--- config.mk ---
export PLATFORM = sky130hd
export DESIGN_NAME = integraBoard
export DESIGN_NICKNAME = d
export VERILOG_FILES = /design/src/hw/bankMapPkg.sv /design/src/hw/busMapPkg.sv /design/src/hw/integraBoard.sv /design/src/hw/bankSelect.sv /design/src/hw/palpromPager.sv /design/src/hw/boardRegisters.sv /design/src/hw/busCycleCapture.sv
export SDC_FILE = /design/constraint.sdc
export NUM_CORES = 1
export LEC_CHECK = 0
export BUFFER_PORTS_ARGS = -buffer_cell sky130_fd_sc_hd__buf_2
export CAP_MARGIN = 15
export CORE_MARGIN = 3
export CORE_UTILIZATION = 54
export DETAILED_ROUTE_END_ITERATION = 7
export GPL_ROUTABILITY_DRIVEN = 1
export PLACE_DENSITY = 0.84
export SLEW_MARGIN = 25
export SYNTH_ARGS = -nofsm -noshare
export SYNTH_HDL_FRONTEND = slang
export SYNTH_SLANG_ARGS = --single-unit
export TNS_END_PERCENT = 5
--- constraint.sdc ---
create_clock -name cc4Clk -period 5.3 [get_ports cc4Clk]
set_input_delay 0.795 -clock cc4Clk [delete_from_list [all_inputs] [get_ports cc4Clk]]
set_output_delay 0.795 -clock cc4Clk [all_outputs]
set_load 0.02 [all_outputs]
--- src/hw/bankMapPkg.sv ---
`default_nettype none

package bankMapPkg;

	// Sideways bank number as held in the paged ROM latch
	typedef logic [3:0] romBankT;

	// RAM bank index, driven straight onto RAM address lines 18..14
	typedef logic [4:0] ramBankT;

	// Active page of the four page ROM image
	typedef logic [1:0] pageT;

	// The 32 KB shadow and private block sits above the 16 sideways banks
	// Address bit 14 picks the lower or the upper half
	localparam ramBankT shadowLowBank = 5'd16;
	localparam ramBankT shadowHighBank = 5'd17;

	// Motherboard ROM sockets occupy banks 0..3
	localparam int beebRomCount = 4;

	// The paged ROM image lives in bank 10
	localparam romBankT palpromBaseBank = 4'd10;

	// RAM bank shown for each page, page 0 being the base bank itself
	localparam ramBankT palpromPageBanks [0:3] = '{5'd10, 5'd22, 5'd23, 5'd24};

	// Trigger ranges are 32 bytes long, so only address bits 15..5 are compared
	localparam int triggerWidth = 11;

	// &9340..&935F selects page 0
	localparam logic [triggerWidth-1:0] pageTrigger0 = 11'b1001_0011_010;
	// &91E0..&91FF selects page 1
	localparam logic [triggerWidth-1:0] pageTrigger1 = 11'b1001_0001_111;
	// &8820..&883F selects page 2
	localparam logic [triggerWidth-1:0] pageTrigger2 = 11'b1000_1000_001;
	// &92C0..&92DF selects page 3
	localparam logic [triggerWidth-1:0] pageTrigger3 = 11'b1001_0010_110;

endpackage

`default_nettype wire

--- src/hw/busMapPkg.sv ---
`default_nettype none

package busMapPkg;

	// CPU address and data bus widths
	localparam int addrWidth = 16;
	localparam int dataWidth = 8;

	// Upper twelve address bits of the board register page &FE30..&FE3F
	localparam logic [11:0] regPage = 12'hFE3;

	// Register groups decoded from address bits 3..2 within the page
	// Group 0 is the paged ROM latch, group 1 the access control latch
	localparam logic [1:0] romLatchSel = 2'b00;
	localparam logic [1:0] accessCtlSel = 2'b01;
	// Group 3 covers &FE3C..&FE3F, the clock chip data window
	localparam logic [1:0] rtcDataSel = 2'b11;

	// Single register offsets decoded from address bits 3..0
	localparam logic [3:0] rtcAddrOffset = 4'h8;
	localparam logic [3:0] wpLowOffset = 4'hA;
	localparam logic [3:0] wpHighOffset = 4'hB;

	// Top two address bits of the sideways region &8000..&BFFF
	localparam logic [1:0] swrRegion = 2'b10;

	// Screen memory that can be shadowed, inclusive bounds
	localparam logic [addrWidth-1:0] screenStart = 16'h3000;
	localparam logic [addrWidth-1:0] screenEnd = 16'h7FFF;

	// Byte written to the paged ROM latch at &FE30..&FE33
	typedef struct packed {
		logic memSel;
		logic privEn;
		logic [1:0] spare;
		logic [3:0] romNum;
	} romLatchT;

	// Byte written to the access control latch at &FE34..&FE37
	typedef struct packed {
		logic shEn;
		logic privS1;
		logic privS4;
		logic privS8;
		logic [3:0] spare;
	} accessCtlT;

	// One data byte, read by whichever latch the address picked
	typedef union packed {
		romLatchT romLatchView;
		accessCtlT accessCtlView;
	} ctlByteT;

endpackage

`default_nettype wire
--- src/hw/integraBoard.sv ---
`timescale 1ns/10ps
`default_nettype none

module integraBoard import busMapPkg::*, bankMapPkg::*; (
	input  logic                 cc4Clk,
	input  logic                 bbc_nRST,
	input  logic [addrWidth-1:0] cpuAddress,
	input  logic [dataWidth-1:0] cpuData,
	input  logic                 cpuRnw,
	input  logic                 cpuPhi1,
	input  logic [15:0]          ramWriteProt,
	input  logic [3:0]           beebRomSel,
	input  logic [7:0]           integraRomSel,
	output logic [dataWidth-1:0] dataOut,
	output logic                 dataOutEn,
	output logic                 nRomBankSel0to3,
	output logic [7:0]           nRomBankSel,
	output logic                 nRamCe,
	output ramBankT              ramAddress,
	output logic                 nWds,
	output logic                 nRds,
	output logic                 nDbufCe,
	output logic                 nDbufDir,
	output logic                 toBbcPhi1,
	output logic                 toBbcRnw,
	output logic                 toBbcRd0,
	output logic                 toBbcRd1,
	output logic                 rtcAs,
	output logic                 rtcDs
);

	// Finished CPU cycle
	logic cycleEnd;
	logic [addrWidth-1:0] cycleAddr;
	ctlByteT cycleData;
	logic cycleRead;

	// Latched board state
	romBankT romNumber;
	logic privEn;
	logic memSel;
	logic privS8;
	logic privS4;
	logic privS1;
	logic shEn;
	logic [15:0] writeProt;

	// Pager loop
	pageT page;
	logic romRead;

	busCycleCapture i_capture (
		.cc4Clk    (cc4Clk),
		.bbc_nRST  (bbc_nRST),
		.cpuPhi1   (cpuPhi1),
		.cpuRnw    (cpuRnw),
		.cpuAddress(cpuAddress),
		.cpuData   (cpuData),
		.cycleEnd  (cycleEnd),
		.cycleAddr (cycleAddr),
		.cycleData (cycleData),
		.cycleRead (cycleRead)
	);

	boardRegisters i_registers (
		.cc4Clk      (cc4Clk),
		.bbc_nRST    (bbc_nRST),
		.cycleEnd    (cycleEnd),
		.cycleAddr   (cycleAddr),
		.cycleData   (cycleData),
		.cycleRead   (cycleRead),
		.cpuAddress  (cpuAddress),
		.cpuPhi1     (cpuPhi1),
		.cpuRnw      (cpuRnw),
		.ramWriteProt(ramWriteProt),
		.romNumber   (romNumber),
		.privEn      (privEn),
		.memSel      (memSel),
		.privS8      (privS8),
		.privS4      (privS4),
		.privS1      (privS1),
		.shEn        (shEn),
		.writeProt   (writeProt),
		.dataOut     (dataOut),
		.dataOutEn   (dataOutEn)
	);

	palpromPager i_pager (
		.cc4Clk   (cc4Clk),
		.bbc_nRST (bbc_nRST),
		.cycleEnd (cycleEnd),
		.cycleAddr(cycleAddr),
		.cycleRead(cycleRead),
		.romRead  (romRead),
		.page     (page)
	);

	bankSelect i_bankSelect (
		.cpuAddress     (cpuAddress),
		.cpuRnw         (cpuRnw),
		.cpuPhi1        (cpuPhi1),
		.beebRomSel     (beebRomSel),
		.integraRomSel  (integraRomSel),
		.romNumber      (romNumber),
		.privEn         (privEn),
		.memSel         (memSel),
		.privS8         (privS8),
		.privS4         (privS4),
		.privS1         (privS1),
		.shEn           (shEn),
		.writeProt      (writeProt),
		.page           (page),
		.romRead        (romRead),
		.nRomBankSel0to3(nRomBankSel0to3),
		.nRomBankSel    (nRomBankSel),
		.nRamCe         (nRamCe),
		.ramAddress     (ramAddress),
		.nWds           (nWds),
		.nRds           (nRds),
		.nDbufCe        (nDbufCe),
		.nDbufDir       (nDbufDir),
		.toBbcPhi1      (toBbcPhi1),
		.toBbcRnw       (toBbcRnw),
		.toBbcRd0       (toBbcRd0),
		.toBbcRd1       (toBbcRd1),
		.rtcAs          (rtcAs),
		.rtcDs          (rtcDs)
	);

endmodule

`default_nettype wire

--- src/hw/bankSelect.sv ---
`timescale 1ns/10ps
`default_nettype none

module bankSelect import busMapPkg::*, bankMapPkg::*; (
	input  logic [addrWidth-1:0] cpuAddress,
	input  logic                 cpuRnw,
	input  logic                 cpuPhi1,
	input  logic [3:0]           beebRomSel,
	input  logic [7:0]           integraRomSel,
	input  romBankT              romNumber,
	input  logic                 privEn,
	input  logic                 memSel,
	input  logic                 privS8,
	input  logic                 privS4,
	input  logic                 privS1,
	input  logic                 shEn,
	input  logic [15:0]          writeProt,
	input  pageT                 page,
	output logic                 romRead,
	output logic                 nRomBankSel0to3,
	output logic [7:0]           nRomBankSel,
	output logic                 nRamCe,
	output ramBankT              ramAddress,
	output logic                 nWds,
	output logic                 nRds,
	output logic                 nDbufCe,
	output logic                 nDbufDir,
	output logic                 toBbcPhi1,
	output logic                 toBbcRnw,
	output logic                 toBbcRd0,
	output logic                 toBbcRd1,
	output logic                 rtcAs,
	output logic                 rtcDs
);

	logic phi2;
	logic swrAddr;
	logic regPageHit;
	logic privAct;
	logic shAct;
	logic shadowSel;
	logic romDec;
	// Jumper decode of the latched bank, independent of bus timing
	logic beebRom;
	logic socketRom;
	logic beebRomHit;
	logic socketRomHit;
	logic ramBankHit;
	ramBankT swrBank;

	assign phi2 = ~cpuPhi1;
	assign swrAddr = (cpuAddress[15:14] == swrRegion);
	assign regPageHit = (cpuAddress[15:4] == regPage);

	// Private RAM overlays the bottom of the sideways region
	// privS1 covers &8000..&83FF, privS4 &8000..&8FFF and privS8 &9000..&AFFF
	assign privAct = privEn && (
		((cpuAddress[15:12] == 4'h8) && (cpuAddress[11:10] == 2'b00) && privS1) ||
		((cpuAddress[15:12] == 4'h8) && privS4) ||
		((cpuAddress[15:12] == 4'h9) && privS8) ||
		((cpuAddress[15:12] == 4'hA) && privS8));

	// Shadow screen is seen by the CPU only while memSel is clear
	assign shAct = shEn && !memSel &&
		(cpuAddress >= screenStart) && (cpuAddress <= screenEnd);

	assign shadowSel = shAct || privAct;

	// A sideways bank is decoded only during phi2 and outside private RAM
	assign romDec = swrAddr && !privAct && phi2;

	// Banks 0..3 go to the motherboard when their jumper is fitted
	assign beebRom = (romNumber < romBankT'(beebRomCount)) && beebRomSel[romNumber[1:0]];
	// Banks 8..15 go to the board sockets when their jumper is fitted
	assign socketRom = romNumber[3] && integraRomSel[romNumber[2:0]];

	assign beebRomHit = romDec && beebRom;
	assign socketRomHit = romDec && socketRom;
	assign ramBankHit = romDec && !beebRom && !socketRom;

	assign nRomBankSel0to3 = !beebRomHit;
	// One select per socket, bit 0 being socket 8
	assign nRomBankSel = ~({8{socketRomHit}} & (8'b1 << romNumber[2:0]));

	// Reads of bank 10 in RAM drive the pager; phi2 is left out on purpose
	// because the pager samples this level after phi2 has fallen
	assign romRead = swrAddr && !privAct && cpuRnw &&
		(romNumber == palpromBaseBank) && !socketRom;

	// Bank 10 in RAM shows the page picked by the pager
	assign swrBank = (romNumber == palpromBaseBank) ? palpromPageBanks[page] :
		ramBankT'(romNumber);

	// Shadow and private share one 32 KB block, split by address bit 14
	always_comb begin
		if (shadowSel) begin
			ramAddress = cpuAddress[14] ? shadowHighBank : shadowLowBank;
		end else begin
			ramAddress = swrBank;
		end
	end

	assign nRamCe = !(ramBankHit || shadowSel);

	// Write strobe honours the soft protect of the decoded bank
	// Shadow and private RAM can always be written
	assign nWds = !(!cpuRnw && phi2 && ((romDec && writeProt[romNumber]) || shadowSel));
	assign nRds = !(cpuRnw && phi2);

	// Data buffer carries onboard sideways, shadow and register traffic
	// It stays off while a motherboard ROM drives the bus itself
	assign nDbufCe = !((swrAddr && !beebRomHit) || shadowSel || regPageHit);
	assign nDbufDir = cpuRnw;

	// Shadow cycles are hidden from the motherboard by holding phi1 and RnW high
	assign toBbcPhi1 = cpuPhi1 || shAct;
	assign toBbcRnw = cpuRnw || shAct;

	// Motherboard ROM select lines come from the two low latch bits
	assign toBbcRd0 = romNumber[0];
	assign toBbcRd1 = romNumber[1];

	// Clock chip address strobe at &FE38 and data strobe at &FE3C..&FE3F
	assign rtcAs = regPageHit && (cpuAddress[3:0] == rtcAddrOffset) && phi2 && !cpuRnw;
	assign rtcDs = regPageHit && (cpuAddress[3:2] == rtcDataSel) && phi2;

endmodule

`default_nettype wire

--- src/hw/palpromPager.sv ---
`timescale 1ns/10ps
`default_nettype none

module palpromPager import busMapPkg::*, bankMapPkg::*; (
	input  logic                 cc4Clk,
	input  logic                 bbc_nRST,
	input  logic                 cycleEnd,
	input  logic [addrWidth-1:0] cycleAddr,
	input  logic                 cycleRead,
	input  logic                 romRead,
	output pageT                 page
);

	// Address prefix of the finished cycle, compared against the trigger ranges
	logic [triggerWidth-1:0] cyclePrefix;
	// Set when the finished cycle was a read out of the paged image
	logic pagedRead;

	assign cyclePrefix = cycleAddr[addrWidth-1 -: triggerWidth];

	// The live address has not moved yet at cycleEnd
	// So romRead still describes the cycle that just finished
	assign pagedRead = cycleEnd && cycleRead && romRead;

	// Any read from a trigger range flips the upper 8 KB of the image
	// Reads elsewhere in the bank keep the current page
	always_ff @(posedge cc4Clk) begin
		if (!bbc_nRST) begin
			page <= 2'd0;
		end else if (pagedRead) begin
			case (cyclePrefix)
				pageTrigger0: page <= 2'd0;
				pageTrigger1: page <= 2'd1;
				pageTrigger2: page <= 2'd2;
				pageTrigger3: page <= 2'd3;
				default: page <= page;
			endcase
		end
	end

endmodule

`default_nettype wire

--- src/hw/boardRegisters.sv ---
`timescale 1ns/10ps
`default_nettype none

module boardRegisters import busMapPkg::*, bankMapPkg::*; (
	input  logic                 cc4Clk,
	input  logic                 bbc_nRST,
	input  logic                 cycleEnd,
	input  logic [addrWidth-1:0] cycleAddr,
	input  ctlByteT              cycleData,
	input  logic                 cycleRead,
	input  logic [addrWidth-1:0] cpuAddress,
	input  logic                 cpuPhi1,
	input  logic                 cpuRnw,
	input  logic [15:0]          ramWriteProt,
	output romBankT              romNumber,
	output logic                 privEn,
	output logic                 memSel,
	output logic                 privS8,
	output logic                 privS4,
	output logic                 privS1,
	output logic                 shEn,
	output logic [15:0]          writeProt,
	output logic [dataWidth-1:0] dataOut,
	output logic                 dataOutEn
);

	// Captured write landing in the register page
	logic pageWrite;
	// Live read of one of the two write protect bytes
	logic readWpLow;
	logic readWpHigh;
	logic livePage;

	assign pageWrite = cycleEnd && !cycleRead && (cycleAddr[15:4] == regPage);

	// Register writes take effect on the clock that carries cycleEnd
	// Address bits 1..0 are ignored for the two latches, as on the real board
	always_ff @(posedge cc4Clk) begin
		if (!bbc_nRST) begin
			romNumber <= '0;
			privEn <= 1'b0;
			memSel <= 1'b0;
		end else if (pageWrite && (cycleAddr[3:2] == romLatchSel)) begin
			romNumber <= cycleData.romLatchView.romNum;
			privEn <= cycleData.romLatchView.privEn;
			memSel <= cycleData.romLatchView.memSel;
		end
	end

	// Private window sizes and the shadow enable share the second latch
	always_ff @(posedge cc4Clk) begin
		if (!bbc_nRST) begin
			privS8 <= 1'b0;
			privS4 <= 1'b0;
			privS1 <= 1'b0;
			shEn <= 1'b0;
		end else if (pageWrite && (cycleAddr[3:2] == accessCtlSel)) begin
			privS8 <= cycleData.accessCtlView.privS8;
			privS4 <= cycleData.accessCtlView.privS4;
			privS1 <= cycleData.accessCtlView.privS1;
			shEn <= cycleData.accessCtlView.shEn;
		end
	end

	// Soft write protect, a 1 bit lets the bank be written
	// The jumpers fit low to enable, so reset loads their inverse
	always_ff @(posedge cc4Clk) begin
		if (!bbc_nRST) begin
			writeProt <= ~ramWriteProt;
		end else if (pageWrite && (cycleAddr[3:0] == wpLowOffset)) begin
			writeProt[7:0] <= cycleData;
		end else if (pageWrite && (cycleAddr[3:0] == wpHighOffset)) begin
			writeProt[15:8] <= cycleData;
		end
	end

	// Readback follows the live bus, so the CPU sees data within the same phi2
	assign livePage = (cpuAddress[15:4] == regPage);
	assign readWpLow = livePage && (cpuAddress[3:0] == wpLowOffset) && cpuRnw && !cpuPhi1;
	assign readWpHigh = livePage && (cpuAddress[3:0] == wpHighOffset) && cpuRnw && !cpuPhi1;

	assign dataOutEn = readWpLow || readWpHigh;
	assign dataOut = readWpHigh ? writeProt[15:8] : writeProt[7:0];

endmodule

`default_nettype wire

--- src/hw/busCycleCapture.sv ---
`timescale 1ns/10ps
`default_nettype none

module busCycleCapture import busMapPkg::*; (
	input  logic                 cc4Clk,
	input  logic                 bbc_nRST,
	input  logic                 cpuPhi1,
	input  logic                 cpuRnw,
	input  logic [addrWidth-1:0] cpuAddress,
	input  logic [dataWidth-1:0] cpuData,
	output logic                 cycleEnd,
	output logic [addrWidth-1:0] cycleAddr,
	output ctlByteT              cycleData,
	output logic                 cycleRead
);

	// The CPU drives phi1 only, phi2 is its complement
	logic phi2;
	// Phi2 as sampled on the previous clock edge
	logic phi2Prev;

	assign phi2 = ~cpuPhi1;

	// Track the phi2 level and flag the first clock of the falling phase
	// The pulse lasts exactly one clock because phi2Prev follows phi2 at once
	always_ff @(posedge cc4Clk) begin
		if (!bbc_nRST) begin
			phi2Prev <= 1'b0;
			cycleEnd <= 1'b0;
		end else begin
			phi2Prev <= phi2;
			cycleEnd <= phi2Prev & ~phi2;
		end
	end

	// Keep re-sampling the bus for as long as phi2 is high
	// What remains at the end is the last phi2 high sample of the cycle
	// These registers then hold still through the whole phi1 half
	always_ff @(posedge cc4Clk) begin
		if (phi2) begin
			cycleAddr <= cpuAddress;
			cycleData <= cpuData;
			cycleRead <= cpuRnw;
		end
	end

endmodule

`default_nettype wire

# Word level (Yosys, flattened, before mapping)
# Index checks and enable logic that the tools add are counted.
# word_totals
ff_bits,55
in_bits,56
out_inout_bits,34
word_cells,140
# op_classes
magnitude_cmp,7
n_eq_ne,21
shifts,1
n_mux,18
n_bitwise,6
n_reduce_logical,72
# op_table
op,count
"11-bit equality test, second input constant",4
1-bit logical AND,44
"4-bit equality test, second input constant",9
8-bit 2-to-1 mux,4
"12-bit equality test, second input constant",2
5-bit 2-to-1 mux,4
"16-bit by 14-bit >= comparator with 1-bit output, second input constant",1
"16-bit by 15-bit <= comparator with 1-bit output, second input constant",1
16-bit 2-to-1 mux,1
16-bit inverter,1
1-bit logical NOT,12
1-bit logical OR,11
5-bit binary-select mux with 2-bit select,1
8-bit AND,1
8-bit inverter,1
2-bit one-hot mux with 4 select lines,1
"1-bit by 3-bit left shift with 8-bit output, first input constant",1
"4-bit by 5-bit < comparator with 1-bit output, second input constant",1
1-bit binary-select mux with 4-bit select,1
"2-bit equality test, second input constant",2
2-bit logical NOT,2
"3-bit by 4-bit < comparator with 1-bit output, second input constant",1
"4-bit by 3-bit < comparator with 1-bit output, second input constant",1
1-bit 2-to-1 mux,4
12 further kinds,14

# Depth between registers and ports, before layout
# depth
word_depth,16
ltp_mapped,6
mapped_depth_nobuf,5

# Hierarchy
# From an unflattened synthesis, not the netlist that was laid out.
# hier_totals
cells_unflattened,250
area_unflattened_um2,2960.3
# modules_own_cells
module,instances,cells_per_inst,area_each_um2,seq_area_each_um2
boardRegisters,1,104,1257.5,680.7
busCycleCapture,1,30,807.0,790.8
bankSelect,1,94,696.9,0.0
palpromPager,1,22,198.9,40.0

# Least setup slack after synthesis
# No wires, ideal clock.
# synth_path
path_type,input -> output
startpoint,input port cpuPhi1
endpoint,output port nDbufCe
arrival_ns,2.474
t_required_ns,4.505
slack_ns,2.031
cell_stages,4
n_path_buf,0
path_cell_list,inv_1 > o211a_1 > nand3_1 > a211oi_1
# synth_via
elab_chain_len,8
# synth_rtl
item,line,rtl
from (decl),integraBoard.sv:10,"input logic cpuPhi1,"
1-bit inverter,bankSelect.sv:51,assign phi2 = ~cpuPhi1;
1-bit logical AND,bankSelect.sv:70,assign romDec = swrAddr && !privAct && phi2;
1-bit logical AND,bankSelect.sv:77,assign beebRomHit = romDec && beebRom;
1-bit logical NOT,-,
via nRomBankSel0to3,integraBoard.sv:16,"output logic nRomBankSel0to3,"
1-bit logical AND,bankSelect.sv:112,assign nDbufCe = !((swrAddr && !beebRomHit) || shadowSel || regPageHit);
1-bit logical OR (2 in a row),bankSelect.sv:112,
1-bit logical NOT,bankSelect.sv:112,
to (decl),integraBoard.sv:22,"output logic nDbufCe,"
# The timed path passes the listed nets, and every way through them passes these cells.

# Final worst setup path
# layout_path
startpoint,input port cpuAddress[6]
endpoint,output port dataOut[1]
# layout_via
elab_chain_len,5
# layout_rtl
item,line,rtl
from (decl),integraBoard.sv:7,"input logic [addrWidth-1:0] cpuAddress,"
12-bit equality test,boardRegisters.sv:78,assign livePage = (cpuAddress[15:4] == regPage);
1-bit logical AND (3 in a row),boardRegisters.sv:80,assign readWpHigh = livePage && (cpuAddress[3:0] == wpHighOffset) && cpuRnw && !cpuPhi1;
8-bit 2-to-1 mux,boardRegisters.sv:83,assign dataOut = readWpHigh ? writeProt[15:8] : writeProt[7:0];
to (decl),integraBoard.sv:14,"output logic [dataWidth-1:0] dataOut,"
# No other way between the ends.

==> insert_results.sql <==
INSERT INTO impl_metrics (metric_group, metric, value, unit) VALUES
('status', 'status', 'complete, no violations', ''),
('logic_synthesis', 'synth.ff_latch_count', '55', ''),
('clock_tree', 'cts_htree_levels', '2', ''),
('grt', 'largest_net_degree_at_the_start_of_global_routing', '38', ''),
('finish', 'multi_input_area', '0.00114', 'mm^2'),
('finish', 'fillers', '388', ''),
('critical_path', 'required_time_worst_endpoint', '4510', 'ps'),
('finish', 'final_cells', '387', ''),
('detailed_routing', 'detailedRoute.firstIterationViolations', '101', ''),
('power_and_ir_drop', 'power_density', '262', 'mW/mm^2'),
('timing', 'max-slew-margin-rel', '0.439', ''),
('logic_synthesis', 'ys_seq_area_frac', '0.552', ''),
('floorplanning', 'horizontal_extent_of_the_die', '77.2', 'um'),
('floorplanning', 'floorplan.die.height', '77.2', 'um'),
('critical_path', 'timing.critical_path.arrival', '2770', 'ps'),
('timing', 'whs', '481', 'ps'),
('finish', 'diodes', '0', ''),
('placed_design', 'io_buffer_count', '89', ''),
('clock_tree', 'numCtsBuffers', '5', ''),
('timing', 'fin_setup_tns', '0', 'ps'),
('grt', 'grt_antenna_before_repair', '0', ''),
('clock_tree', 'cts_post_setup_buffers_inserted', '0', ''),
('job', 'drv.max_cap_violation_count', '0', ''),
('floorplanning', 'io_pins', '90', ''),
('detailed_routing', 'count_of_vias_placed_by_the_detailed_router', '2200', ''),
('detailed_routing', 'drt_first_pass_iters', '4', ''),
('power_and_ir_drop', 'total_leakage_power', '1.35', 'nW'),
('min_path', 'timing.hold.worst.start', 'i_capture.phi2Prev', ''),
('detailed_routing', 'antenna_left', '0', ''),
('critical_path', 'critPathCaptureType', 'output pin', ''),
('floorplanning', 'initial_core_util', '0.568', ''),
('clock_tree', 'clock_latency', '310', 'ps'),
('timing', 'slew_viol_final', '0', ''),
('timing', 'report.final.hold_viol_count', '0', ''),
('timing', 'max_slew.worst_pin.slew', '835', 'ps'),
('min_path', 'hold_path_depth', '1', ''),
('logic_synthesis', 'avgSynthCellArea', '11.9', 'um^2'),
('timing', 'fmax', '280', 'MHz'),
('timing', 'report.final.setup_viol', '0', ''),
('finish', 'ff_latch_area', '0.00151', 'mm^2'),
('clock_tree', 'cts_tree', 'yes', ''),
('floorplanning', 'fp.coreArea', '0.00482', 'mm^2'),
('finish', 'finalNetCount', '378', ''),
('timing', 'final.setup_skew', '10.5', 'ps'),
('detailed_routing', 'post_drt_via_cell_ratio', '5.68', ''),
('critical_path', 'rr_startpoint', 'i_capture.cycleAddr[7]', ''),
('critical_path', 'worst_setup_path_start_kind', 'input port', ''),
('finish', 'final_layout_size_suffix_gt1_frac', '0.381', ''),
('detailed_routing', 'wl_per_cell', '16.6', 'um'),
('logic_synthesis', 'synth_enable_flop_cells', '41', ''),
('logic_synthesis', 'postSynth.topFlopCell', 'sky130_fd_sc_hd__edfxtp_1', ''),
('floorplanning', 'floorplan.rows', '25', ''),
('logic_synthesis', 'synth_area', '0.00274', 'mm^2'),
('clock_tree', 'total_clock_sinks', '55', ''),
('finish', 'layout.cells.most_common_list', 'sky130_fd_sc_hd__buf_2, sky130_fd_sc_hd__edfxtp_1, sky130_fd_sc_hd__nor2_1', ''),
('finish', 'final_util', '0.695', ''),
('critical_path', 'worst-path-max-fanout', '8', ''),
('placed_design', 'globalplace.congestion', '0.880', ''),
('grt', 'globalRouteOverflowTotal', '0', ''),
('critical_path', 'timing_worst_setup_path_type', 'in -> out', ''),
('min_path', 'hold_end', 'i_capture.cycleEnd', ''),
('timing', 'period_needed', '3570', 'ps'),
('clock_tree', 'cts_root_buffer', 'sky130_fd_sc_hd__clkbuf_8', ''),
('logic_synthesis', 'yosys_warnings', '0', ''),
('finish', 'final_design_area_no_fill', '0.00335', 'mm^2'),
('timing', 'finalCritPeriodShare', '0.673', ''),
('grt', 'grt_first_pass_wirelength', '10.1', 'mm'),
('grt', 'grt_pass1_vias', '2086', ''),
('placed_design', 'placed_cells_incl_taps', '379', ''),
('critical_path', 'reg2reg_slack', '2800', 'ps'),
('placed_design', 'place_area', '0.00324', 'mm^2');
## flip-flops by register name (all words and copies together), names as in the netlist
register,flops
i_capture.cycleEnd,1
i_registers.privS8,1
i_registers.shEn,1
i_capture.cycleRead,1
i_registers.romNumber,4
i_capture.cycleData,8
i_pager.page,2
i_registers.writeProt,16
i_capture.phi2Prev,1
i_registers.memSel,1
i_registers.privEn,1
i_registers.privS4,1
i_capture.cycleAddr,16
i_registers.privS1,1
## worst max-delay path by stage
stage	from	endpoint	slack, ps	cells after the start
2_1_floorplan	cpuPhi1	nDbufCe	2030	4
3_3_place_gp	cpuAddress[6]	dataOut[0]	1790	8
3_5_place_dp	cpuAddress[6]	dataOut[6]	1740	8
4_1_cts	cpuAddress[6]	dataOut[1]	1710	8
5_1_grt	cpuAddress[6]	dataOut[2]	1620	8
6_report	cpuAddress[6]	dataOut[1]	1730	8
## kinds of logic (layout without fill, tap and decap cells)
logic type | count (synthesis) | count (layout) | share of synthesized area
fa+ha+maj | 3 | 3 | 0.0137
flops | 55 | 55 | 0.552
simple gates | 84 | 84 | 0.173
mux | 27 | 27 | 0.134
buf+inv | 18 | 108 | 0.0297
compound gates | 43 | 43 | 0.0965
## final cells by class
class                           instances  share of cell area
Clock inverter                          2              0.0116
Sequential cell                        55               0.451
Timing Repair Buffer                   92               0.140
Clock buffer                            6              0.0217
Tap cell                               67              0.0250
Multi-Input combinational cell        157               0.342
Inverter                                8             0.00897
## power by group
part	switching, mW	total, mW	internal, mW
Combinational	0.0483	0.0875	0.0392
Sequential	0.0166	0.510	0.493
Clock	0.137	0.280	0.143
## through the flow
stage               worst slack, ps  total power, mW
floorplan                      2030            0.560
global placement               1790            0.602
detailed placement             1740            0.607
CTS                            1710            0.880
global route                   1620            0.910
finish                         1730            0.877
## synthesized netlist by cell type (all sizes together) (2+ instances only)
master	instances	share of area
mux4	7	0.058
a211oi	4	0.011
nand4bb	2	0.0082
clkbuf	3	0.0041
a21oi	22	0.040
nand2b	2	0.0055
nor3b	2	0.0073
and4	2	0.0064
nor2	29	0.040
buf	7	0.015
or2	2	0.0046
mux2	8	0.033
edfxtp	41	0.45
nand4	2	0.0046
nand2	14	0.019
o21ai	6	0.011
inv	8	0.011
a21o	2	0.0055
mux2i	12	0.044
nor4b	3	0.0096
nand3	6	0.011
nor4	5	0.011
nor2b	2	0.0046
and3	4	0.0091
ha	3	0.014
dfxtp	14	0.10
## per-layer routing
metal / track usage / up-vias / wire [um]
met5: 0 / - / 0
met4: 0.0676 / 0 / 67
met3: 0.0469 / 7 / 522
met2: 0.367 / 93 / 3250
met1: 0.278 / 1039 / 2600
li1: - / 1061 / -
## worst max-delay path, cell delays in order
cell	delay, ps
sky130_fd_sc_hd__buf_2	100
sky130_fd_sc_hd__nand4bb_1	180
sky130_fd_sc_hd__nor4_1	280
sky130_fd_sc_hd__buf_4	180
sky130_fd_sc_hd__and4bb_2	250
sky130_fd_sc_hd__and4_1	440
sky130_fd_sc_hd__mux2_2	390
sky130_fd_sc_hd__buf_2	160
No activity file was read; power rests on OpenSTA's default activity.
